## src/common/id_config.svh

```systemverilog
`ifndef ID_CONFIG_SVH
`define ID_CONFIG_SVH

// Datapath sizes
`define ID_NUM_REGS         32
`define ID_NB_DATA          32
`define ID_NB_REG           5
`define ID_NB_OPCODE        6

// Primary opcodes, bits 31:26
`define OP_RTYPE            6'b000000
`define OP_J                6'b000010
`define OP_JAL              6'b000011
`define OP_BEQ              6'b000100
`define OP_BNE              6'b000101
`define OP_ADDI             6'b001000
`define OP_SLTI             6'b001010
`define OP_ANDI             6'b001100
`define OP_ORI              6'b001101
`define OP_LUI              6'b001111
`define OP_LB               6'b100000
`define OP_LH               6'b100001
`define OP_LW               6'b100011
`define OP_SB               6'b101000
`define OP_SH               6'b101001
`define OP_SW               6'b101011
`define OP_HALT             6'b111111

// Function codes for R-type, bits 5:0
`define FN_JR               6'b001000
`define FN_JALR             6'b001001

`endif

```

## src/common/id_pkg.sv

```systemverilog
`include "id_config.svh"

package id_pkg;

    typedef logic [31:0]                inst_t;     // Raw instruction word
    typedef logic [31:0]                pc_t;
    typedef logic [`ID_NB_DATA-1:0]     data_t;     // Register value
    typedef logic [`ID_NB_REG-1:0]      reg_addr_t;
    typedef logic [`ID_NB_OPCODE-1:0]   opcode_t;
    typedef logic [`ID_NB_OPCODE-1:0]   funct_t;
    typedef logic [`ID_NB_OPCODE-1:0]   alu_op_t;   // Funct or opcode, decoded in EX

    typedef enum logic [0:0] {
        CU_RUN,
        CU_HALTED                                   // Sticky until reset
    } cu_state_t;

    // Control bundle handed to EX, MEM and WB
    typedef struct packed {
        logic       reg_dest;       // EX, rd instead of rt as target
        alu_op_t    alu_op;         // EX
        logic       alu_src;        // EX, immediate as operand B
        logic       mem_read;       // MEM
        logic       mem_write;      // MEM
        logic       branch;         // MEM
        logic       reg_write;      // WB
        logic       mem_to_reg;     // WB
        logic       jump;
        logic       jr_jalr;
        logic       byte_en;        // Access size
        logic       halfword_en;
        logic       word_en;
        logic       hlt;
    } ctrl_t;

    // Write-back port coming from WB
    typedef struct packed {
        logic       en;
        reg_addr_t  addr;
        data_t      data;
    } wb_t;

    // Operand bundle handed to EX
    typedef struct packed {
        data_t      data_a;         // Value of rs
        data_t      data_b;         // Value of rt
        data_t      immediate;      // Sign-extended imm16
        data_t      shamt;          // Zero-extended
        reg_addr_t  rt;
        reg_addr_t  rd;
        pc_t        pc;
        pc_t        jump_address;
    } operands_t;

endpackage

```

## src/id_stage/register_bank.sv

```systemverilog
`timescale 1ns/1ns
`include "id_config.svh"

module register_bank (
    input  logic                i_clock,
    input  logic                i_rst,
    input  id_pkg::wb_t         i_wb,
    input  id_pkg::reg_addr_t   i_read_a,
    input  id_pkg::reg_addr_t   i_read_b,
    output id_pkg::data_t       o_data_a,
    output id_pkg::data_t       o_data_b
);

    id_pkg::data_t regs [`ID_NUM_REGS];

    // One read port: zero register, then same-cycle bypass, then the array
    function automatic id_pkg::data_t read_port(input id_pkg::reg_addr_t addr);
        id_pkg::data_t value;
        if (addr == '0) begin
            value = '0;
        end else if (i_wb.en && (i_wb.addr == addr)) begin
            value = i_wb.data;                  // Write-back forwarded
        end else begin
            value = regs[addr];
        end
        return value;
    endfunction

    always_ff @(posedge i_clock) begin
        if (i_rst) begin
            for (int i = 0; i < `ID_NUM_REGS; i++) begin
                regs[i] <= '0;
            end
        end else if (i_wb.en && (i_wb.addr != '0)) begin
            regs[i_wb.addr] <= i_wb.data;       // r0 never written
        end
    end

    always_comb begin
        o_data_a = read_port(i_read_a);
    end

    always_comb begin
        o_data_b = read_port(i_read_b);
    end

endmodule

```

## src/id_stage/control_unit.sv

```systemverilog
`timescale 1ns/1ns
`include "id_config.svh"

module control_unit (
    input  logic                i_clock,
    input  logic                i_rst,
    input  logic                i_enable,
    input  id_pkg::opcode_t     i_opcode,
    input  id_pkg::funct_t      i_funct,
    output id_pkg::ctrl_t       o_ctrl
);

    id_pkg::cu_state_t  state;
    id_pkg::cu_state_t  state_next;
    id_pkg::ctrl_t      ctrl_next;

    always_comb begin
        state_next = state;
        if ((state == id_pkg::CU_RUN) && (i_opcode == `OP_HALT)) begin
            state_next = id_pkg::CU_HALTED;
        end
    end

    always_ff @(posedge i_clock) begin
        if (i_rst) begin
            state <= id_pkg::CU_RUN;
        end else if (i_enable) begin
            state <= state_next;                // Only an accepted HALT counts
        end
    end

    // Opcode decode into the next control bundle
    always_comb begin
        ctrl_next        = '0;
        ctrl_next.alu_op = i_opcode;            // Non R-type passes the opcode
        if (state == id_pkg::CU_HALTED) begin
            ctrl_next     = '0;
            ctrl_next.hlt = 1'b1;               // Empty bundle, halt flag only
        end else begin
            case (i_opcode)
                `OP_RTYPE: begin
                    ctrl_next.alu_op    = i_funct;
                    ctrl_next.reg_dest  = 1'b1;
                    ctrl_next.reg_write = 1'b1;
                    if (i_funct == `FN_JR) begin
                        ctrl_next.jr_jalr   = 1'b1;
                        ctrl_next.reg_write = 1'b0;     // JR writes nothing back
                    end else if (i_funct == `FN_JALR) begin
                        ctrl_next.jr_jalr   = 1'b1;     // Link register written
                    end
                end
                `OP_LB, `OP_LH, `OP_LW: begin
                    ctrl_next.mem_read   = 1'b1;
                    ctrl_next.mem_to_reg = 1'b1;
                    ctrl_next.reg_write  = 1'b1;
                    ctrl_next.alu_src    = 1'b1;        // Base plus offset
                end
                `OP_SB, `OP_SH, `OP_SW: begin
                    ctrl_next.mem_write = 1'b1;
                    ctrl_next.alu_src   = 1'b1;
                end
                `OP_ADDI, `OP_SLTI, `OP_ANDI, `OP_ORI, `OP_LUI: begin
                    ctrl_next.alu_src   = 1'b1;
                    ctrl_next.reg_write = 1'b1;
                end
                `OP_BEQ, `OP_BNE: begin
                    ctrl_next.branch = 1'b1;
                end
                `OP_J: begin
                    ctrl_next.jump = 1'b1;
                end
                `OP_JAL: begin
                    ctrl_next.jump      = 1'b1;
                    ctrl_next.reg_write = 1'b1;         // Return address to r31
                end
                `OP_HALT: begin
                    // Same bundle as every load while halted
                    ctrl_next     = '0;
                    ctrl_next.hlt = 1'b1;
                end
                default: begin
                    ctrl_next = '0;                     // Unknown opcode
                end
            endcase

            // Memory access size
            case (i_opcode)
                `OP_LB, `OP_SB: begin
                    ctrl_next.byte_en = 1'b1;
                end
                `OP_LH, `OP_SH: begin
                    ctrl_next.halfword_en = 1'b1;
                end
                `OP_LW, `OP_SW: begin
                    ctrl_next.word_en = 1'b1;
                end
                default: begin
                    ctrl_next.word_en = 1'b0;
                end
            endcase
        end
    end

    always_ff @(posedge i_clock) begin
        if (i_rst) begin
            o_ctrl <= '0;                       // Also the flush
        end else if (i_enable) begin
            o_ctrl <= ctrl_next;
        end
    end

endmodule

```

## src/id_stage/operand_gen.sv

```systemverilog
`timescale 1ns/1ns

module operand_gen (
    input  logic                i_clock,
    input  logic                i_rst,
    input  logic                i_enable,
    input  id_pkg::inst_t       i_inst,
    input  id_pkg::pc_t         i_pc,
    input  id_pkg::data_t       i_data_a,
    input  id_pkg::data_t       i_data_b,
    output id_pkg::operands_t   o_ops
);

    id_pkg::operands_t ops_next;

    always_comb begin
        ops_next.data_a       = i_data_a;
        ops_next.data_b       = i_data_b;
        ops_next.immediate    = id_pkg::data_t'($signed(i_inst[15:0]));  // Sign-extended
        ops_next.shamt        = id_pkg::data_t'(i_inst[10:6]);           // Zero-extended
        ops_next.rt           = i_inst[20:16];
        ops_next.rd           = i_inst[15:11];
        ops_next.pc           = i_pc;
        // Region bits of the PC, target index, word aligned
        ops_next.jump_address = {i_pc[31:28], i_inst[25:0], 2'b00};
    end

    always_ff @(posedge i_clock) begin
        if (i_rst) begin
            o_ops <= '0;
        end else if (i_enable) begin
            o_ops <= ops_next;                  // Same enable as the control bundle
        end
    end

endmodule

```

## src/id_stage/id_stage.sv

```systemverilog
`timescale 1ns/1ns

module id_stage (
    input  logic                i_clock,
    input  logic                i_rst,
    input  logic                i_enable,           // Loads the ID/EX register
    input  id_pkg::inst_t       i_inst,
    input  id_pkg::pc_t         i_pc,
    input  id_pkg::wb_t         i_wb,               // From WB
    output id_pkg::ctrl_t       o_ctrl,             // To EX
    output id_pkg::operands_t   o_ops               // To EX
);

    id_pkg::data_t  data_a;                         // Unregistered rs value
    id_pkg::data_t  data_b;                         // Unregistered rt value

    register_bank register_bank_i (
        .i_clock    (i_clock),
        .i_rst      (i_rst),
        .i_wb       (i_wb),
        .i_read_a   (i_inst[25:21]),                // rs
        .i_read_b   (i_inst[20:16]),                // rt
        .o_data_a   (data_a),
        .o_data_b   (data_b)
    );

    control_unit control_unit_i (
        .i_clock    (i_clock),
        .i_rst      (i_rst),
        .i_enable   (i_enable),
        .i_opcode   (i_inst[31:26]),
        .i_funct    (i_inst[5:0]),
        .o_ctrl     (o_ctrl)
    );

    operand_gen operand_gen_i (
        .i_clock    (i_clock),
        .i_rst      (i_rst),
        .i_enable   (i_enable),
        .i_inst     (i_inst),
        .i_pc       (i_pc),
        .i_data_a   (data_a),
        .i_data_b   (data_b),
        .o_ops      (o_ops)
    );

endmodule

```

## config.mk

```make
export PLATFORM = sky130hd
export DESIGN_NAME = id_stage
export DESIGN_NICKNAME = d
export VERILOG_FILES = /design/src/common/id_pkg.sv /design/src/id_stage/register_bank.sv /design/src/id_stage/control_unit.sv /design/src/id_stage/operand_gen.sv /design/src/id_stage/id_stage.sv
export VERILOG_INCLUDE_DIRS = /design/src /design/src/common
export SDC_FILE = /design/constraint.sdc
export NUM_CORES = 2
export LEC_CHECK = 0
export BUFFER_PORTS_ARGS = -buffer_cell sky130_fd_sc_hd__buf_2
export CORE_UTILIZATION = 53
export DETAILED_ROUTE_END_ITERATION = 10
export HOLD_SLACK_MARGIN = 0.15
export PLACE_DENSITY = 0.71
export SYNTH_ARGS = -nofsm -noshare
export SYNTH_HDL_FRONTEND = slang
export SYNTH_SLANG_ARGS = --single-unit
```

## constraint.sdc

```tcl
create_clock -name i_clock -period 2.55 [get_ports i_clock]
set_input_delay 0.1275 -clock i_clock [delete_from_list [all_inputs] [get_ports i_clock]]
set_output_delay 0.1275 -clock i_clock [all_outputs]
set_load 0.01 [all_outputs]
```

==> impl_metrics.yaml <==
outcome:
  status: "finished clean"
cells_and_area:
  num-fill-cells: 8373
  finalNetCount: 4710
  drive_gt1_share_pct: 28.0
  utilization_pct: 61.5
  most-common-layout-cells: "edfxtp_1 (1,024), and2_1 (1,011), mux4_2 (443), mux2i_1 (319), buf_2 (287)"
  syn_to_final_growth_pct: 15.1
  final_common_cell: "edfxtp_1"
sta:
  slew_headroom_pct: 24.1
  tns_ns: 0
  fmax_ghz: 0.423
  hold_violations: 0
  slew_violations: 0
  setup_violations: 0
  period_needed_ns: 2.36
  worstMarginPinSlew_ns: 1.14
  grt_setup_unrepaired: "false"
  skew_ns: 0.0279
  fin_crit_sh_pct: 92.7
clocking:
  clock_latency_ns: 0.75
  clk_path_buf_depth: 3
  root_buffer: "clkbuf_16"
  cts_tree: "built"
  numCtsBuffers: 120
  post_cts_buffers: 0
  clock-sinks: 1165
  htreeDepth: 3
  clkSlewWorstSetupHoldPaths_ns: 0.06
worst_setup_path:
  end_kind: "register"
  path_cells: "dlygate4sd3_1 -> buf_2 -> nand2b_1 -> a31oi_1 -> o31ai_1 -> nand3_1 -> dlygate4sd3_1 -> a21oi_1 -> dlygate4sd3_1"
  start_kind: "input pin"
  max_stage_delay_ns: 0.59
  crit_type: "input pin to register"
  cp.required_ns: 3.23
  cp_common_cell: "dlygate4sd3_1"
  cp_max_fo: 13
  arrival_ns: 3.04
  cp_slowest_cell: "dlygate4sd3_1"
placed_design:
  hpwl_um: 125000
  port_buffers: 296
  gp_congestion: 0.888
die:
  coreArea_um2: 114000
  fp-row-count: 124
  die_h_um: 341
  die_w_um: 341
  pin_count: 326
  start_util_pct: 53.4
  die-area_um2: 116000
logic_synthesis:
  synth.largest_area_cell: "edfxtp_1"
  synth_edf_count: 1024
  avgSynthCellArea_um2: 14.4
  synthArstFlopShare_pct: 0
  syn_area_um2: 61000
  ys_ff_latch: 1165
  yosysSeqAreaShare_pct: 55.1
  synthFlopType: "edfxtp_1"
  synth_cell_types: 67
  yosys_warnings: 0
  syn_inst: 4246
  yosys.area.top_type_share_pct: 50.4
  synthTopCellsByArea: "edfxtp_1 (50%), mux4_2 (16%), and2_1 (10%)"
route:
  via_count: 42100
  routedWlPerCell_um: 34.0
  drc: 0
  firstDrtPassIters: 8
  drt-total-wl_um: 212000
  viasPerCell: 6.75
  postRouteAntennaNets: 0
  drt_iter0_drc: 7100
pwr:
  ir_drop_mv: 0.605
  power.density_nw_per_um2: 656
  p_leak_nw: 26.1
global_route:
  gr-total-overflow: 0
  grt_use_met1_pct: 47.7
  grtUsageMet2_pct: 54.9
  grt_usage_pct: 36.1
  antenna_found_initial: 26
  use_met3_pct: 10.2
  grt_max_degree: 90
  busiest_layer: "met2"
  grt_pass1_wl_um: 298000
  grt_pass1_vias: 41200
hold_path:
  min_path_type: "input pin to register"
flow_run:
  drv_cap: 0
[path summary, 6_finish.rpt]
check	start	endpoint	slack (ns)	cells past startpoint
hold reg to reg	control_unit_i.o_ctrl[8]	control_unit_i.o_ctrl[8]	0.46	2
hold / removal	i_pc[12]	operand_gen_i.o_ops[44]	0.18	4
setup reg to reg	control_unit_i.state	control_unit_i.o_ctrl[12]	0.44	7
setup / recovery	i_inst[28]	control_unit_i.o_ctrl[13]	0.19	9
[state kept, by name, indices dropped and copies added, names as in the netlist]
signal	flops
control_unit_i.o_ctrl	18
operand_gen_i.o_ops	122
control_unit_i.state	1
register_bank_i.regs	1024
[synthesized netlist by cell type, types with 8 or more instances]
library cell	instances
mux2_2	45
buf_6	20
a211o_1	14
o21ai_0	43
buf_4	133
edfxtp_1	1024
a221oi_2	8
a211oi_1	14
a31oi_1	10
o22ai_1	43
a22oi_1	149
nand3_1	20
o31ai_1	16
buf_1	11
nor2b_1	8
nand2_1	66
o2111ai_1	9
mux4_2	443
nor2_1	163
a21oi_1	40
or2_2	32
dfxtp_1	141
a21o_1	9
and2_1	1012
buf_2	81
mux2i_1	319
a22o_1	8
clkbuf_1	260
[repair_timing]
item                       CTS  global route
hold buffers               150             0
resized for setup            0             0
hold endpoints to repair  1148             0
[final cells by class]
class | count | area [um2] | share of cell area [%]
diodes | 9 | 22.5 | 0.0321
clock buffers | 158 | 3310 | 4.71
clock inverters | 69 | 601 | 0.856
inverters | 9 | 35.0 | 0.0499
multi-input cells | 2623 | 25200 | 35.9
flip-flops and latches | 1165 | 33600 | 47.8
well taps | 1512 | 1890 | 2.70
repair buffers | 686 | 5600 | 7.98
[critical path: cells and delay by family]
family	cells	cell delay, ns
buffers and inverters	4	1.95
AOI/OAI and AO/OA	3	0.68
and+or+nand+nor	2	0.28
[metal layers]
| layer | share of wire, % | vias up |
|---|---|---|
| li1 | - | 16700 |
| met1 | 35 | 21200 |
| met2 | 46 | 3563 |
| met3 | 14 | 648 |
| met4 | 5.3 | 10 |
| met5 | 0.029 | - |
[cell families after synthesis]
logic type,after synthesis,share of synthesized area [%]
buffers and inverters,518,4.51
other,1,0.00615
AO/OA/AOI/OAI,407,5.00
XOR/XNOR,11,0.158
multiplexers,807,22.4
AND/OR/NAND/NOR,1337,12.8
flip-flops,1165,55.1
[per-stage QoR]
stage	hold WS, ns	setup WS (ns)	instances	instance area [um2]	total power, W
after floorplan	0.259	0.679	4306	61200	0.0261
after global placement	0.359	0.253	5845	64800	0.0282
after detailed placement	0.368	0.238	5845	64800	0.0283
after CTS	0.151	0.416	6222	70200	0.0460
after global routing	0.188	0.0966	6224	70200	0.0471
final	0.182	0.187	6231	70200	0.0461
[report_power, final]
| group | internal (W) | total, W | leakage, nW | switching [W] |
|---|---|---|---|---|
| sequential | 0.0218 | 0.0225 | 10.9 | 0.000700 |
| combinational | 0.00253 | 0.00580 | 13.2 | 0.00327 |
| clock | 0.0100 | 0.0178 | 1.93 | 0.00775 |
No activity file was read; power rests on OpenSTA's default activity.
